===== config.mk =====
export PLATFORM = sky130hd
export DESIGN_NAME = memory_game_top
export DESIGN_NICKNAME = d
export VERILOG_FILES = /design/src/common/memory_game_pkg.sv /design/src/common/key_event_if.sv /design/src/common/vga_scan_if.sv /design/src/source/start_button.sv /design/src/game/key_mapper.sv /design/src/game/game_control.sv /design/src/video/vga_timing.sv /design/src/video/tile_renderer.sv /design/src/source/memory_game_top.sv
export VERILOG_INCLUDE_DIRS = /design/src /design/src/common
export SDC_FILE = /design/constraint.sdc
export NUM_CORES = 1
export LEC_CHECK = 0
export ABC_CLOCK_PERIOD_IN_PS = 10350
export BUFFER_PORTS_ARGS = -buffer_cell sky130_fd_sc_hd__buf_2
export CAP_MARGIN = 20
export CELL_PAD_IN_SITES_DETAIL_PLACEMENT = 0
export CELL_PAD_IN_SITES_GLOBAL_PLACEMENT = 1
export CORE_MARGIN = 2
export CORE_UTILIZATION = 50
export DETAILED_ROUTE_END_ITERATION = 10
export GPL_ROUTABILITY_DRIVEN = 0
export HOLD_SLACK_MARGIN = 0.03
export PLACE_DENSITY_LB_ADDON = 0.1
export SLEW_MARGIN = 10
export SYNTH_ARGS = -nofsm -noshare
export SYNTH_HDL_FRONTEND = slang
export SYNTH_SLANG_ARGS = --single-unit

===== constraint.sdc =====
create_clock -name clk -period 10.35 [get_ports clk]
set_input_delay 0 -clock clk [delete_from_list [all_inputs] [get_ports clk]]
set_output_delay 0 -clock clk [all_outputs]
set_load 0.05 [all_outputs]

===== src/common/memory_game_macros.svh =====
`ifndef MEMORY_GAME_MACROS_SVH
`define MEMORY_GAME_MACROS_SVH

// Board layout
`define TILE_COUNT 16
`define PAIR_COUNT 8
`define GRID_COLS 4
`define TILE_W 80
`define TILE_H 60

// 640x480 timing in pixel ticks and lines
`define H_ACTIVE 640
`define H_FRONT 16
`define H_SYNC 96
`define H_TOTAL 800
`define V_ACTIVE 480
`define V_FRONT 10
`define V_SYNC 2
`define V_TOTAL 525

`define PIXEL_DIV 4
`define DEBOUNCE_LEN 7

// Tile keys, row by row
`define SC_1 9'h016
`define SC_2 9'h01E
`define SC_3 9'h026
`define SC_4 9'h025
`define SC_Q 9'h015
`define SC_W 9'h01D
`define SC_E 9'h024
`define SC_R 9'h02D
`define SC_A 9'h01C
`define SC_S 9'h01B
`define SC_D 9'h023
`define SC_F 9'h02B
`define SC_Z 9'h01A
`define SC_X 9'h022
`define SC_C 9'h021
`define SC_V 9'h02A

`define SC_SHIFT 9'h012
`define SC_ENTER 9'h05A

`endif


===== src/common/memory_game_pkg.sv =====
`include "memory_game_macros.svh"

package memory_game_pkg;

    typedef enum logic [1:0] {
        INIT,
        SHOW,
        GAME,
        FINISH
    } game_state_t;

    typedef logic [3:0] tile_idx_t;
    typedef logic [`TILE_COUNT-1:0] tile_mask_t;

    // 4 bits each of red, green, blue
    typedef logic [11:0] rgb_t;

    typedef logic [8:0] scan_code_t;

    // One colour per image index, shared by tile i and tile i+8
    localparam rgb_t image_palette [`PAIR_COUNT] = '{
        12'hF00,
        12'h0F0,
        12'h00F,
        12'hFF0,
        12'hF0F,
        12'h0FF,
        12'hF80,
        12'hFFF
    };

endpackage


===== src/common/key_event_if.sv =====
interface key_event_if;
    import memory_game_pkg::*;

    logic press;
    logic tile_hit;
    tile_idx_t tile;
    logic shift_hit;
    logic enter_hit;

    modport mapper (
        output press,
        output tile_hit,
        output tile,
        output shift_hit,
        output enter_hit
    );

    modport control (
        input press,
        input tile_hit,
        input tile,
        input shift_hit,
        input enter_hit
    );

endinterface


===== src/common/vga_scan_if.sv =====
interface vga_scan_if;

    // One clk in every PIXEL_DIV
    logic tick;
    logic [9:0] h_cnt;
    logic [9:0] v_cnt;
    logic active;

    modport source (
        output tick,
        output h_cnt,
        output v_cnt,
        output active
    );

    modport sink (
        input tick,
        input h_cnt,
        input v_cnt,
        input active
    );

endinterface


===== src/source/start_button.sv =====
`include "memory_game_macros.svh"

module start_button (
    input  logic clk,
    input  logic rst,
    input  logic button_i,
    output logic start_o
);

    logic [`DEBOUNCE_LEN-1:0] samples;
    logic all_high;
    logic all_high_q;

    assign all_high = &samples;

    always_ff @(posedge clk or posedge rst) begin
        if (rst) begin
            samples <= '0;
            all_high_q <= 1'b0;
            start_o <= 1'b0;
        end else begin
            samples <= {samples[`DEBOUNCE_LEN-2:0], button_i};
            all_high_q <= all_high;
            // Rising edge of the stable level only
            start_o <= all_high && !all_high_q;
        end
    end

endmodule


===== src/game/key_mapper.sv =====
`include "memory_game_macros.svh"

module key_mapper (
    input  logic                        key_valid_i,
    input  memory_game_pkg::scan_code_t key_code_i,
    key_event_if.mapper                 ev
);
    import memory_game_pkg::*;

    logic is_tile;
    tile_idx_t tile_num;

    always_comb begin
        is_tile = 1'b1;
        tile_num = '0;
        case (key_code_i)
            `SC_1: tile_num = 4'd0;
            `SC_2: tile_num = 4'd1;
            `SC_3: tile_num = 4'd2;
            `SC_4: tile_num = 4'd3;
            `SC_Q: tile_num = 4'd4;
            `SC_W: tile_num = 4'd5;
            `SC_E: tile_num = 4'd6;
            `SC_R: tile_num = 4'd7;
            `SC_A: tile_num = 4'd8;
            `SC_S: tile_num = 4'd9;
            `SC_D: tile_num = 4'd10;
            `SC_F: tile_num = 4'd11;
            `SC_Z: tile_num = 4'd12;
            `SC_X: tile_num = 4'd13;
            `SC_C: tile_num = 4'd14;
            `SC_V: tile_num = 4'd15;
            default: is_tile = 1'b0;
        endcase
    end

    // Unknown codes still give a press with no hit bit
    assign ev.press = key_valid_i;
    assign ev.tile_hit = key_valid_i && is_tile;
    assign ev.tile = tile_num;
    assign ev.shift_hit = key_valid_i && (key_code_i == `SC_SHIFT);
    assign ev.enter_hit = key_valid_i && (key_code_i == `SC_ENTER);

endmodule


===== src/game/game_control.sv =====
`include "memory_game_macros.svh"

module game_control (
    input  logic                        clk,
    input  logic                        rst,
    input  logic                        start_i,
    key_event_if.control                ev,
    output memory_game_pkg::game_state_t state_o,
    output memory_game_pkg::tile_mask_t  shown_o,
    output memory_game_pkg::tile_mask_t  matched_o,
    output memory_game_pkg::tile_mask_t  flip_o
);
    import memory_game_pkg::*;

    localparam int CNT_W = $clog2(`PAIR_COUNT + 1);

    game_state_t state;
    tile_mask_t shown;
    tile_mask_t matched;
    tile_mask_t flip;
    logic [CNT_W-1:0] pair_cnt;
    logic first_valid;
    tile_idx_t first_tile;
    logic shift_armed;
    logic pick;
    logic pair_hit;

    // Tile key that counts as a pick, not a flip
    assign pick = (state == GAME) && ev.press && ev.tile_hit && !shift_armed;

    // Same image, same orientation, two different unmatched tiles
    assign pair_hit = first_valid
        && (first_tile != ev.tile)
        && ((first_tile % `PAIR_COUNT) == (ev.tile % `PAIR_COUNT))
        && (flip[first_tile] == flip[ev.tile])
        && !matched[first_tile]
        && !matched[ev.tile];

    always_ff @(posedge clk or posedge rst) begin
        if (rst) begin
            state <= INIT;
            shown <= '0;
            matched <= '0;
            flip <= '0;
            pair_cnt <= '0;
            first_valid <= 1'b0;
            shift_armed <= 1'b0;
        end else begin
            case (state)
                INIT: begin
                    shown <= '0;
                    matched <= '0;
                    flip <= '0;
                    pair_cnt <= '0;
                    first_valid <= 1'b0;
                    shift_armed <= 1'b0;
                    if (start_i) begin
                        shown <= '1;
                        state <= SHOW;
                    end
                end
                SHOW: begin
                    if (start_i) begin
                        shown <= '0;
                        state <= GAME;
                    end
                end
                GAME: begin
                    if (pair_cnt == CNT_W'(`PAIR_COUNT)) begin
                        shown <= '1;
                        matched <= '1;
                        state <= FINISH;
                    end else if (ev.press) begin
                        if (ev.enter_hit) begin
                            // Hide everything not yet paired
                            shown <= matched;
                            first_valid <= 1'b0;
                        end else if (ev.shift_hit) begin
                            shift_armed <= 1'b1;
                        end else if (ev.tile_hit) begin
                            if (shift_armed) begin
                                flip[ev.tile] <= ~flip[ev.tile];
                                shift_armed <= 1'b0;
                            end else begin
                                shown[ev.tile] <= 1'b1;
                                first_valid <= !first_valid;
                                if (pair_hit) begin
                                    matched[first_tile] <= 1'b1;
                                    matched[ev.tile] <= 1'b1;
                                    pair_cnt <= pair_cnt + 1'b1;
                                end
                            end
                        end
                    end
                end
                FINISH: begin
                    if (start_i) begin
                        state <= INIT;
                    end
                end
                default: state <= INIT;
            endcase
        end
    end

    always_ff @(posedge clk) begin
        if (pick && !first_valid) begin
            first_tile <= ev.tile;
        end
    end

    assign state_o = state;
    assign shown_o = shown;
    assign matched_o = matched;
    assign flip_o = flip;

endmodule


===== src/video/vga_timing.sv =====
`include "memory_game_macros.svh"

module vga_timing (
    input  logic clk,
    input  logic rst,
    vga_scan_if.source scan,
    output logic hsync_o,
    output logic vsync_o
);

    localparam int DIV_W = $clog2(`PIXEL_DIV);

    logic [DIV_W-1:0] div_cnt;
    logic tick;
    logic [9:0] h_cnt;
    logic [9:0] v_cnt;
    logic line_end;
    logic [9:0] v_next;

    assign tick = (div_cnt == DIV_W'(`PIXEL_DIV - 1));
    assign line_end = (h_cnt == 10'(`H_TOTAL - 1));
    assign v_next = (v_cnt == 10'(`V_TOTAL - 1)) ? 10'd0 : v_cnt + 10'd1;

    always_ff @(posedge clk or posedge rst) begin
        if (rst) begin
            div_cnt <= '0;
        end else begin
            div_cnt <= tick ? '0 : div_cnt + 1'b1;
        end
    end

    always_ff @(posedge clk or posedge rst) begin
        if (rst) begin
            h_cnt <= '0;
            v_cnt <= '0;
        end else if (tick) begin
            h_cnt <= line_end ? 10'd0 : h_cnt + 10'd1;
            if (line_end) begin
                v_cnt <= v_next;
            end
        end
    end

    // Sync registered one tick early so the low phase lines up with the counter
    always_ff @(posedge clk or posedge rst) begin
        if (rst) begin
            hsync_o <= 1'b1;
            vsync_o <= 1'b1;
        end else if (tick) begin
            hsync_o <= !((h_cnt >= 10'(`H_ACTIVE + `H_FRONT - 1))
                && (h_cnt < 10'(`H_ACTIVE + `H_FRONT + `H_SYNC - 1)));
            if (line_end) begin
                vsync_o <= !((v_next >= 10'(`V_ACTIVE + `V_FRONT))
                    && (v_next < 10'(`V_ACTIVE + `V_FRONT + `V_SYNC)));
            end
        end
    end

    assign scan.tick = tick;
    assign scan.h_cnt = h_cnt;
    assign scan.v_cnt = v_cnt;
    assign scan.active = (h_cnt < 10'(`H_ACTIVE)) && (v_cnt < 10'(`V_ACTIVE));

endmodule


===== src/video/tile_renderer.sv =====
`include "memory_game_macros.svh"

module tile_renderer (
    input  logic                       clk,
    input  logic                       rst,
    vga_scan_if.sink                   scan,
    input  memory_game_pkg::tile_mask_t shown_i,
    input  memory_game_pkg::tile_mask_t matched_i,
    input  memory_game_pkg::tile_mask_t flip_i,
    output memory_game_pkg::rgb_t      rgb_o
);
    import memory_game_pkg::*;

    logic [9:0] x;
    logic [9:0] y;
    logic [9:0] col;
    logic [9:0] band;
    logic [9:0] row;
    logic [9:0] row_mirror;
    tile_idx_t tile;
    logic visible;

    // Each image pixel is 2x2 screen pixels
    assign x = scan.h_cnt >> 1;
    assign y = scan.v_cnt >> 1;

    assign col = 10'(x / `TILE_W);
    assign band = 10'(y / `TILE_H);
    assign row = 10'(y % `TILE_H);
    assign tile = tile_idx_t'(band * `GRID_COLS + col);

    // Flip turns the tile upside down
    assign row_mirror = flip_i[tile] ? 10'(`TILE_H - 1) - row : row;

    assign visible = scan.active
        && (shown_i[tile] || matched_i[tile])
        && (row_mirror < 10'(`TILE_H / 2));

    always_ff @(posedge clk or posedge rst) begin
        if (rst) begin
            rgb_o <= '0;
        end else if (scan.tick) begin
            rgb_o <= visible ? image_palette[tile % `PAIR_COUNT] : 12'h000;
        end
    end

endmodule


===== src/source/memory_game_top.sv =====
module memory_game_top (
    input  logic                         clk,
    input  logic                         rst,
    input  logic                         start_i,
    input  logic                         key_valid_i,
    input  memory_game_pkg::scan_code_t  key_code_i,
    output logic [3:0]                   vga_red_o,
    output logic [3:0]                   vga_green_o,
    output logic [3:0]                   vga_blue_o,
    output logic                         hsync_o,
    output logic                         vsync_o,
    output memory_game_pkg::game_state_t state_o,
    output memory_game_pkg::tile_mask_t  tile_shown_o,
    output memory_game_pkg::tile_mask_t  tile_matched_o
);
    import memory_game_pkg::*;

    logic start_pulse;
    tile_mask_t flip;
    rgb_t rgb;

    key_event_if key_ev ();
    vga_scan_if scan_bus ();

    start_button u_start_button (
        .clk      (clk),
        .rst      (rst),
        .button_i (start_i),
        .start_o  (start_pulse)
    );

    key_mapper u_key_mapper (
        .key_valid_i (key_valid_i),
        .key_code_i  (key_code_i),
        .ev          (key_ev.mapper)
    );

    game_control u_game_control (
        .clk       (clk),
        .rst       (rst),
        .start_i   (start_pulse),
        .ev        (key_ev.control),
        .state_o   (state_o),
        .shown_o   (tile_shown_o),
        .matched_o (tile_matched_o),
        .flip_o    (flip)
    );

    vga_timing u_vga_timing (
        .clk     (clk),
        .rst     (rst),
        .scan    (scan_bus.source),
        .hsync_o (hsync_o),
        .vsync_o (vsync_o)
    );

    tile_renderer u_tile_renderer (
        .clk       (clk),
        .rst       (rst),
        .scan      (scan_bus.sink),
        .shown_i   (tile_shown_o),
        .matched_i (tile_matched_o),
        .flip_i    (flip),
        .rgb_o     (rgb)
    );

    assign {vga_red_o, vga_green_o, vga_blue_o} = rgb;

endmodule


==> results.py, run 1 <==
metrics = {
    "routing": {
        "drt_iter0_drc": 672,
        "routed_wl_um": 21400,
        "route.met2.wl_um": 10110,
        "firstDrtPassIters": 6,
        "ant_nets": 0,
        "dr.max_layer_used": "met4",
        "route.layer.met1.wl_um": 9030,
        "post-route-drc-count": 0,
        "wl_per_cell_um": 20.11,
        "dr_wl_met3_um": 1456,
        "num_vias": 6863,
        "viasPerCell": 6.450,
    },
    "layout": {
        "most-common-layout-cells": "91 x dfrtp_1, 86 x nand2_1, 75 x o21ai_0",
        "seq_area_um2": 2450,
        "nFillCells": 1318,
        "finalNetCount": 910,
        "multiInputGateArea_um2": 4260,
        "final_common_cell": "dfrtp_1",
        "fin_area_um2": 7820,
        "drive_gt1_share_pct": 14.48,
        "fin_cells": 1064,
        "areaGrowthSynthToFinish_pct": 8.733,
        "antenna_cells": 0,
    },
    "outcome": {
        "status": "finished, final reports clean",
    },
    "timing": {
        "period_minus_slack_ns": 4.746,
        "worst_pin_slew_ns": 1.031,
        "finalClockSkew_ns": 0.01432,
        "slew_violations": 0,
        "relSlewSlack_pct": 31.29,
        "clock.fmax_ghz": 0.2107,
        "fin_ws_ns": 5.604,
        "post-route-period-util_pct": 45.85,
        "setup_viol": 0,
        "hold_violations": 0,
        "tns_ns": 0,
        "rsz0062_at_grt": "false",
    },
    "power": {
        "p_seq_share_pct": 39.5,
        "power_leakage_nw": 3.240,
        "power_switching_mw": 0.3766,
        "p_clk_share_pct": 35.0,
        "p_int_mw": 0.6530,
        "p_comb_share_pct": 25.5,
        "power_density_nw_per_um2": 131.7,
        "p_total_mw": 1.030,
        "p_sw_share_pct": 36.58,
        "peakVddDrop_mv": 0.1270,
    },
    "cts": {
        "htreeDepth": 3,
        "numCtsBuffers": 9,
        "clk-insertion-delay-late_ns": 0.36,
        "clockBufferDepth": 2,
        "cts-resized-gates": 0,
        "clkTransAtPathRegs_ns": 0.08,
        "cts_tree": "built",
        "numClockSinks": 97,
        "cts_root_buf": "clkbuf_16",
    },
    "global_route": {
        "grt_max_degree": 76,
        "grt_pass1_wl_um": 33940,
        "grt_pass1_vias": 6398,
        "grt_usage_pct": 28.72,
        "grt_overflow": 0,
        "antenna_found_initial": 0,
    },
    "setup_path": {
        "crit_fanout": 21,
        "crit_path_cell_trace": "nand3_1 -> inv_1 -> ha_1 -> nand4_1 -> o32ai_1 -> o21bai_1 -> nand3_1 -> nor2b_1 -> or2_2 -> ha_1 -> xor2_1 -> mux2i_1 -> o211ai_1 -> nor3_1 -> a211oi_1 -> o41ai_1",
        "cp_num_buf_inv": 1,
        "r2r-end": "u_tile_renderer.rgb_o[6]",
        "cp_slowest_cell": "dfrtp_1",
        "end_kind": "flop",
        "r2r_slack_ns": 5.60,
        "reg2reg_from": "u_vga_timing.scan.v_cnt[8]",
        "worstRegToRegCells": 16,
        "start_kind": "flop",
        "cp_slowest_stage_delay_ns": 0.74,
        "required_ns": 10.59,
        "crit_type": "reg2reg",
        "crit_arrival_ns": 4.98,
        "cp_top_family": "compound AO/OA/AOI/OAI gates",
    },
    "synthesis": {
        "ys.warnings.count": 0,
        "avgSynthCellArea_um2": 8.305,
        "synth_seq_area_share_pct": 34.06,
        "synth_edf_count": 4,
        "synthCells": 866,
        "ys_types": 80,
        "synth-main-ff-cell": "dfrtp_1",
        "synth_area_um2": 7192,
        "ys_async_sr_fraction_pct": 95.88,
        "syn-num-nets": 897,
        "synth-seq-cells": 97,
    },
    "hold_path": {
        "hp-class": "in2async",
    },
    "floorplan": {
        "rows": 43,
        "start_util_pct": 51.41,
        "die_h_um": 123.9,
        "die_width_um": 123.9,
        "die-area_um2": 15360,
        "io_pins": 61,
        "core_region_area_um2": 13990,
    },
    "placed_design": {
        "portBuffers": 60,
        "preCtsSetupSlack_ns": 5.763,
        "place_area_um2": 7453,
        "dp_cells": 1043,
        "dpl.hpwl_um": 15280,
    },
    "job": {
        "cap_violations": 0,
    },
}
## state kept, by name, summed over array words and instances (netlist names), 2 cells and up
signal                     flops
u_game_control.first_tile      4
u_game_control.flip_o         16
u_game_control.matched_o      16
u_game_control.pair_cnt        4
u_game_control.shown_o        16
u_game_control.state_o         2
u_start_button.samples         7
u_tile_renderer.rgb_o          4
u_vga_timing.div_cnt           2
u_vga_timing.scan.h_cnt       10
u_vga_timing.scan.v_cnt       10
## layer usage
| metal | up-vias | track usage (%) |
|---|---|---|
| li1 | 3201 | - |
| met1 | 3300 | 39.17 |
| met2 | 308 | 45.81 |
| met3 | 54 | 3.755 |
| met4 | 0 | 12.85 |
| met5 | - | 0 |
## power by group through the flow
stage | Clock [mW] | Sequential [mW] | Combinational (mW)
floorplan | 0 | 0.443 | 0.180
global placement | 0 | 0.413 | 0.255
detailed placement | 0 | 0.414 | 0.258
CTS | 0.363 | 0.407 | 0.259
global route | 0.379 | 0.409 | 0.288
finish | 0.361 | 0.407 | 0.262
## cells in the mapped netlist (all sizes together), types with 4 or more instances
cell / count / area [um2]
o21ai: 78 / 394.1
mux4: 14 / 315.3
a21o: 9 / 67.56
inv: 48 / 180.2
nand2: 87 / 334.1
o221ai: 4 / 35.03
nor3: 25 / 125.1
or3: 12 / 75.07
o41ai: 4 / 35.03
xor2: 8 / 70.07
nand3b: 9 / 67.56
buf: 27 / 146.4
nand3: 28 / 140.1
and3: 6 / 37.54
or4: 4 / 30.03
a211oi: 7 / 52.55
o211ai: 8 / 60.06
or2: 9 / 56.30
nor2: 64 / 247.7
mux2i: 11 / 110.1
o311ai: 6 / 52.55
o21a: 4 / 30.03
edfxtp: 4 / 120.1
a41oi: 9 / 78.83
dfrtp: 91 / 2277
a21oi: 67 / 335.3
a2111o: 4 / 45.04
clkbuf: 40 / 150.1
nor2b: 9 / 56.30
a31oi: 12 / 75.07
and2: 7 / 43.80
ha: 18 / 225.2
mux2: 5 / 56.30
o31ai: 7 / 52.55
nand4: 15 / 93.84
xnor2: 14 / 122.6
a311oi: 5 / 43.79
nand2b: 13 / 88.83
a21boi: 4 / 30.03
o22ai: 21 / 137.6
## cells by family (layout without fill, tap and decap cells)
logic type      after synthesis  count (layout)  synth area share, %
xor+xnor                     22              22                2.679
mux                          30              30                6.698
flops                        97              97                34.06
compound gates              279             279                25.40
fa+ha+maj                    18              18                3.132
simple gates                304             304                21.33
buf+inv                     116             134                6.698
## area by class of cell
cell class                 count  share of cell area (%)
clock inverter                 7                   1.072
timing repair buffer          69                   4.960
multi-input combinational    653                   54.48
sequential                    97                   31.33
clock buffer                   9                   2.880
tap                          180                   2.880
inverter                      49                   2.400
## worst max path at each step
stage | start | to | slack, ns | cells after the start
CTS | u_vga_timing.scan.v_cnt[8] | u_tile_renderer.rgb_o[7] | 5.71 | 16
global route | u_vga_timing.scan.v_cnt[8] | u_tile_renderer.rgb_o[7] | 5.16 | 16
finish | u_vga_timing.scan.v_cnt[8] | u_tile_renderer.rgb_o[6] | 5.60 | 16
global placement | u_vga_timing.scan.v_cnt[8] | u_tile_renderer.rgb_o[7] | 6.06 | 16
floorplan | u_vga_timing.scan.v_cnt[7] | u_tile_renderer.rgb_o[10] | 6.72 | 16
detailed placement | u_vga_timing.scan.v_cnt[8] | u_tile_renderer.rgb_o[7] | 5.76 | 16
## through the flow
step / hold slack [ns] / util (%)
detailed placement: -0.04243 / 53.28
global route: 0.1642 / 55.90
CTS: 0.1251 / 55.71
floorplan: 0.03143 / -
finish: 0.1192 / 55.90
global placement: -0.05515 / 53.28
## worst reg2reg max path, stage by stage, from the launching register on
cell and delay (ns):
dfrtp_1 0.74, nand3_1 0.21, inv_1 0.19, ha_1 0.28, nand4_1 0.19, o32ai_1 0.32
o21bai_1 0.30, nand3_1 0.23, nor2b_1 0.19, or2_2 0.14, ha_1 0.19, xor2_1 0.33
mux2i_1 0.33, o211ai_1 0.20, nor3_1 0.25, a211oi_1 0.12, o41ai_1 0.41
## repair_timing
action,in CTS,in global routing
hold buffers,3,0
setup buffers,0,0
hold endpoints to repair,20,0
endpoints found under the setup margin,0,0
(Power assumes the default switching activity.)
==> run 2, diff against run 1 <==
ABC_AREA = 1   (was unset)
ABC_CLOCK_PERIOD_IN_PS = 3800   (was 10350)
CORE_UTILIZATION = 40   (was 50)
clock period = 3.8 ns   (was 10.35 ns; I/O delays follow)
==> run 2 against run 1 <==
Net effect: global-route usage decreased by 3.9 points; total power rose to 4.5 times the previous value; synthesized cell count rose by 21%; final cell count increased by 27%; critical path depth up 15; sequential share of layout area down 1.9 points; critical path type unchanged.
==> results.py, run 2 <==
metrics = {
    "synthesis": {
        "synthCells": 1050,
        "synth_edf_count": 4,
        "synth_area_um2": 7172,
        "yosysTopAreaCellShare_pct": 31.75,
        "synth_compound_area_share_pct": 18.86,
        "yosys.area_share.simple_pct": 30.51,
        "synth-main-ff-cell": "dfrtp_1",
        "synth-seq-cells": 97,
        "ys_types": 49,
        "synth_top_area_cell": "dfrtp_1",
        "synth_mux_area_share_pct": 0,
        "synth_top_family_by_area": "simple AND/OR/NAND/NOR gates",
        "synth.area.top_cells": "dfrtp_1 32%, nand2_1 11%, inv_1 7.8%, o21ai_0 7.3%, nand3_1 6.1%",
        "synthXorXnorAreaFrac_pct": 1.221,
        "avgSynthCellArea_um2": 6.830,
        "synthMostInstantiatedCell": "nand2_1",
        "synthTopCellsByCount": "212 x nand2_1, 149 x inv_1, 104 x o21ai_0",
        "synth_seq_area_share_pct": 34.16,
        "ys.warnings.count": 0,
        "yosys.area_share.adder_pct": 3.140,
        "ys_async_sr_fraction_pct": 95.88,
        "syn-num-nets": 1081,
    },
    "routing": {
        "wl_per_cell_um": 16.93,
        "firstDrtPassIters": 6,
        "viasPerCell": 5.482,
        "post-route-drc-count": 0,
        "num_vias": 7433,
        "routed_wl_um": 22960,
        "drt_iter0_drc": 627,
        "ant_nets": 0,
    },
    "power": {
        "power_density_nw_per_um2": 553.2,
        "peakVddDrop_mv": 0.5414,
        "p_total_mw": 4.605,
        "p_int_mw": 2.359,
        "p_clk_share_pct": 20.8,
        "power_switching_mw": 2.245,
        "p_sw_share_pct": 48.76,
        "p_seq_share_pct": 31.5,
        "power_leakage_nw": 4.216,
        "p_comb_share_pct": 47.7,
    },
    "timing": {
        "relSlewSlack_pct": 37.18,
        "hold_violations": 0,
        "worst_pin_slew_ns": 0.9388,
        "period_minus_slack_ns": 3.528,
        "slew_violations": 0,
        "setup_viol": 0,
        "clock.fmax_ghz": 0.2835,
        "finalClockSkew_ns": 0.01079,
        "post-route-period-util_pct": 92.84,
    },
    "job": {
        "cap_violations": 0,
    },
    "layout": {
        "drive_gt1_share_pct": 18.13,
        "antenna_cells": 0,
        "final_common_cell": "nand2_1",
        "finalNetCount": 1157,
        "areaGrowthSynthToFinish_pct": 16.07,
        "nFillCells": 1824,
        "most-common-layout-cells": "202 x nand2_1, 146 x inv_1, 104 x o21ai_0",
        "fin_cells": 1356,
    },
    "setup_path": {
        "required_ns": 4.10,
        "r2r_slack_ns": 0.27,
        "crit_fanout": 5,
        "cp_slowest_cell": "dfrtp_1",
        "crit_arrival_ns": 3.83,
        "cp_slowest_stage_delay_ns": 0.41,
        "worstRegToRegCells": 31,
        "start_kind": "flop",
        "worstSetupStartpoint": "u_vga_timing.scan.v_cnt[7]",
        "cpMostUsedCell": "nand2_4",
        "end_kind": "flop",
        "crit_type": "reg2reg",
        "reg2reg_from": "u_vga_timing.scan.v_cnt[7]",
        "r2r-end": "u_tile_renderer.rgb_o[3]",
    },
    "floorplan": {
        "die-area_um2": 19020,
        "die_width_um": 137.9,
        "core_region_area_um2": 17420,
        "start_util_pct": 41.18,
        "rows": 48,
        "io_pins": 61,
        "die_h_um": 137.9,
    },
    "hold_path": {
        "hp-class": "in2reg",
        "whs_endpoint": "u_game_control.flip_o[10]",
        "hold_start": "key_code_i[4]",
        "hold_path_depth": 6,
    },
    "placed_design": {
        "dp_cells": 1320,
        "dpl.hpwl_um": 17500,
        "portBuffers": 60,
    },
    "cts": {
        "cts_tree": "built",
        "clkTransAtPathRegs_ns": 0.07,
        "numClockSinks": 97,
        "numCtsBuffers": 9,
        "clockBufferDepth": 2,
        "clk-insertion-delay-late_ns": 0.36,
        "cts_root_buf": "clkbuf_16",
        "htreeDepth": 3,
    },
    "global_route": {
        "grt_max_degree": 67,
        "grt_usage_pct": 24.77,
        "grt_overflow": 0,
        "grt_pass1_vias": 6625,
        "grt_pass1_wl_um": 36250,
        "antenna_found_initial": 0,
    },
    "outcome": {
        "status": "finished, final reports clean",
    },
}
==> run 2: changes by cell type in the layout (fill, tap and decap cells not counted), sizes merged, moves of 14 or more <==
cell / before / now
o21ai: 78 / 111
mux4: 14 / 0
a22oi: 1 / 16
nor2: 64 / 93
buf: 66 / 96
inv: 52 / 177
nand2: 87 / 227
nand3: 28 / 93
==> run 2: layout make-up <==
cell class                      instances  area [um2]  share of cell area (%)
Clock buffer                           11       242.7                   2.916
Clock inverter                          5       61.31                  0.7365
Inverter                              178       673.1                   8.087
Multi-Input combinational cell        739        3991                   47.95
Sequential cell                        97        2450                   29.43
Tap cell                              225       281.5                   3.382
Timing Repair Buffer                  101       624.3                   7.500
==> run 2: cells by family (layout without fill, tap and decap cells) <==
logic type               Yosys count  after routing
buffers and inverters            214            295
AO/OA/AOI/OAI                    237            237
adder cells (fa/ha/maj)           18             18
XOR/XNOR                          10             10
AND/OR/NAND/NOR                  474            474
flip-flops                        97             97
==> run 2: worst max path at each step <==
stage / to
global placement: u_tile_renderer.rgb_o[10]
finish: u_tile_renderer.rgb_o[3]
detailed placement: u_tile_renderer.rgb_o[10]
global route: u_tile_renderer.rgb_o[3]
CTS: u_tile_renderer.rgb_o[3]
floorplan: u_tile_renderer.rgb_o[10]
==> run 2: per-stage QoR <==
step / TNS [ns] / hold WS, ns / setup WS, ns / instance area [um2] / util (%)
floorplan: 0 / 0.03143 / 0.2403 / 7172 / -
global placement: 0 / 0.1081 / 0.1200 / 7714 / 44.29
detailed placement: 0 / 0.1118 / 0.03433 / 7714 / 44.29
CTS: 0 / 0.1007 / 0.004524 / 8068 / 46.32
global route: -0.03867 / 0.1392 / -0.01470 / 8324 / 47.79
finish: 0 / 0.1128 / 0.2723 / 8324 / 47.79
==> run 2: repair_timing <==
| item | 4_1_cts | 5_1_grt |
|---|---|---|
| hold buffers | 5 | 0 |
| endpoints found under the hold margin | 66 | 0 |
| buffers inserted | 0 | 15 |
| endpoints found under the setup margin | 0 | 4 |
| gates resized for setup | 0 | 35 |
==> run 2: worst max-delay path, delay by kind of cell (launching register included) <==
| family | cells | cell delay [ns] |
|---|---|---|
| buffers and inverters | 3 | 0.19 |
| AOI/OAI and AO/OA | 2 | 0.21 |
| and+or+nand+nor | 24 | 2.10 |
| adders and majority gates | 2 | 0.55 |
| DFF | 1 | 0.41 |
==> run 2: power by group through the flow <==
| stage | clock network (mW) | registers [mW] | logic, mW |
|---|---|---|---|
| after floorplan | 0 | 1.87 | 1.18 |
| after global placement | 0 | 1.46 | 2.17 |
| after detailed placement | 0 | 1.46 | 2.16 |
| after CTS | 0.980 | 1.44 | 2.17 |
| after global routing | 1.02 | 1.47 | 2.41 |
| final | 0.958 | 1.45 | 2.20 |
==> run 2: routing by layer <==
layer,wire length [um],vias up,GRT usage [%]
met4,348,0,6.179
met2,9529,286,35.64
met5,0,-,0
met3,1684,31,3.838
met1,11400,3468,38.42
li1,-,3648,-
==> run 3, diff against run 2 <==
CELL_PAD_IN_SITES_DETAIL_PLACEMENT = 1   (was 0)
CTS_CLUSTER_SIZE = 25   (was unset)
==> run 3 against run 2 <==
Net effect: critical endpoint is now u_tile_renderer.rgb_o[6]; flip-flop and latch count did not move; critical path type unchanged; register-to-register slack got worse by 0.17 ns; sequential share of layout area about the same; critical path depth fell by 1; final cell count shrank 0.29%.
==> results.py, run 3 (synthesis gave the netlist of run 2 again) <==
metrics = {
    "power": {
        "p_seq_share_pct": 31.0,
        "power_switching_mw": 2.372,
        "p_clk_share_pct": 21.0,
        "power_leakage_nw": 4.194,
        "p_comb_share_pct": 48.0,
        "p_total_mw": 4.687,
        "p_int_mw": 2.315,
        "peakVddDrop_mv": 0.4401,
        "power_density_nw_per_um2": 562.1,
        "p_sw_share_pct": 50.61,
    },
    "placed_design": {
        "dpl.hpwl_um": 19090,
        "dp_cells": 1320,
        "preCtsSetupSlack_ns": -0.06124,
        "place_area_um2": 7714,
        "portBuffers": 60,
    },
    "cts": {
        "cts_root_buf": "clkbuf_16",
        "clk-insertion-delay-late_ns": 0.36,
        "htreeDepth": 3,
        "numCtsBuffers": 9,
        "cts_tree": "built",
        "clkTransAtPathRegs_ns": 0.08,
        "numClockSinks": 97,
        "clockBufferDepth": 2,
    },
    "layout": {
        "nFillCells": 2300,
        "seq_area_um2": 2450,
        "final_common_cell": "nand2_1",
        "fin_area_um2": 8338,
        "finalNetCount": 1153,
        "antenna_cells": 0,
        "fin_cells": 1352,
        "drive_gt1_share_pct": 18.63,
        "most-common-layout-cells": "200 x nand2_1, 146 x inv_1, 104 x o21ai_0",
        "multiInputGateArea_um2": 4013,
        "fin_util_pct": 47.87,
        "areaGrowthSynthToFinish_pct": 16.26,
    },
    "floorplan": {
        "start_util_pct": 41.18,
        "die_width_um": 137.9,
        "die_h_um": 137.9,
        "rows": 48,
        "die-area_um2": 19020,
        "io_pins": 61,
        "core_region_area_um2": 17420,
    },
    "global_route": {
        "grt_pass1_wl_um": 39900,
        "antenna_found_initial": 1,
        "grt_overflow": 0,
        "grt_max_degree": 67,
        "grt_pass1_vias": 7335,
        "grt_usage_pct": 27.14,
    },
    "job": {
        "cap_violations": 0,
    },
    "setup_path": {
        "start_kind": "flop",
        "crit_arrival_ns": 4.00,
        "cpMostUsedCell": "nand2_4",
        "crit_type": "reg2reg",
        "required_ns": 4.09,
        "cp_slowest_stage_delay_ns": 0.41,
        "end_kind": "flop",
        "cp_slowest_cell": "dfrtp_1",
        "crit_fanout": 5,
    },
    "routing": {
        "viasPerCell": 5.649,
        "wl_per_cell_um": 18.57,
        "post-route-drc-count": 0,
        "drt_iter0_drc": 595,
        "firstDrtPassIters": 5,
        "routed_wl_um": 25110,
        "num_vias": 7638,
        "ant_nets": 0,
    },
    "timing": {
        "finalClockSkew_ns": 0.01491,
        "slew_violations": 0,
        "rsz0062_at_grt": "true",
        "clock.fmax_ghz": 0.2701,
        "tns_ns": 0,
        "period_minus_slack_ns": 3.702,
        "hold_violations": 0,
        "relSlewSlack_pct": 33.95,
        "fin_ws_ns": 0.09761,
        "timing.hold.ws_ns": 0.1149,
        "worst_pin_slew_ns": 0.9872,
        "setup_viol": 0,
        "post-route-period-util_pct": 97.43,
    },
    "hold_path": {
        "hp-class": "in2reg",
    },
    "outcome": {
        "status": "finished, final reports clean",
    },
}
==> run 3: changes by cell type in the layout (fill, tap and decap cells not counted), sizes merged <==
| cell | previous run | this run |
|---|---|---|
| buf | 96 | 92 |
| bufinv | 1 | 0 |
| clkbuf | 11 | 9 |
| clkinv | 5 | 7 |
| inv | 177 | 178 |
==> run 3: metal layers <==
metal / vias to the layer above / track usage, % / share of wire [%]
li1: 3632 / - / -
met1: 3760 / 40.59 / 48
met2: 212 / 41.12 / 45
met3: 32 / 3.984 / 5.7
met4: 2 / 6.519 / 1.6
met5: - / 0 / 0.052
==> run 3: final timing paths <==
kind                                            start                          to  slack [ns]  cells after the start
hold / removal                          key_code_i[4]   u_game_control.flip_o[10]        0.11                      6
setup reg to reg           u_vga_timing.scan.v_cnt[7]    u_tile_renderer.rgb_o[6]         0.1                     30
min in group asynchronous                         rst  u_game_control.pair_cnt[1]        0.38                      3
setup / recovery           u_vga_timing.scan.v_cnt[7]    u_tile_renderer.rgb_o[6]         0.1                     30
max in group asynchronous                         rst  u_game_control.shown_o[15]        2.50                      4
hold reg to reg             u_start_button.samples[0]   u_start_button.samples[1]        0.38                      0
==> run 3: critical path: cells and delay by family, from the launching register on <==
family,cells,cell delay (ns)
and+or+nand+nor,22,2.08
adders and majority gates,2,0.60
DFF,1,0.41
buffers and inverters,4,0.37
AOI/OAI and AO/OA,2,0.17
==> run 3: cell type report <==
class	instances	area share (%)
Multi-Input combinational cell	739	48.12
Sequential cell	97	29.38
Inverter	178	8.073
Timing Repair Buffer	97	7.128
Tap cell	225	3.376
Clock buffer	9	2.701
Clock inverter	7	1.215
==> run 3: timing repair <==
item,CTS,global route
endpoints found under the setup margin,4,4
hold buffers,5,0
buffers inserted,1,10
resized for setup,4,38
pin swaps,3,24
endpoints found under the hold margin,66,0
gates cloned,0,0
==> run 3: power by group through the flow <==
stage	sequential [mW]	clock [mW]	combinational, mW
floorplan	1.87	0	1.18
global placement	1.46	0	2.17
detailed placement	1.46	0	2.20
CTS	1.44	1.01	2.21
global route	1.47	1.05	2.47
finish	1.45	0.986	2.25
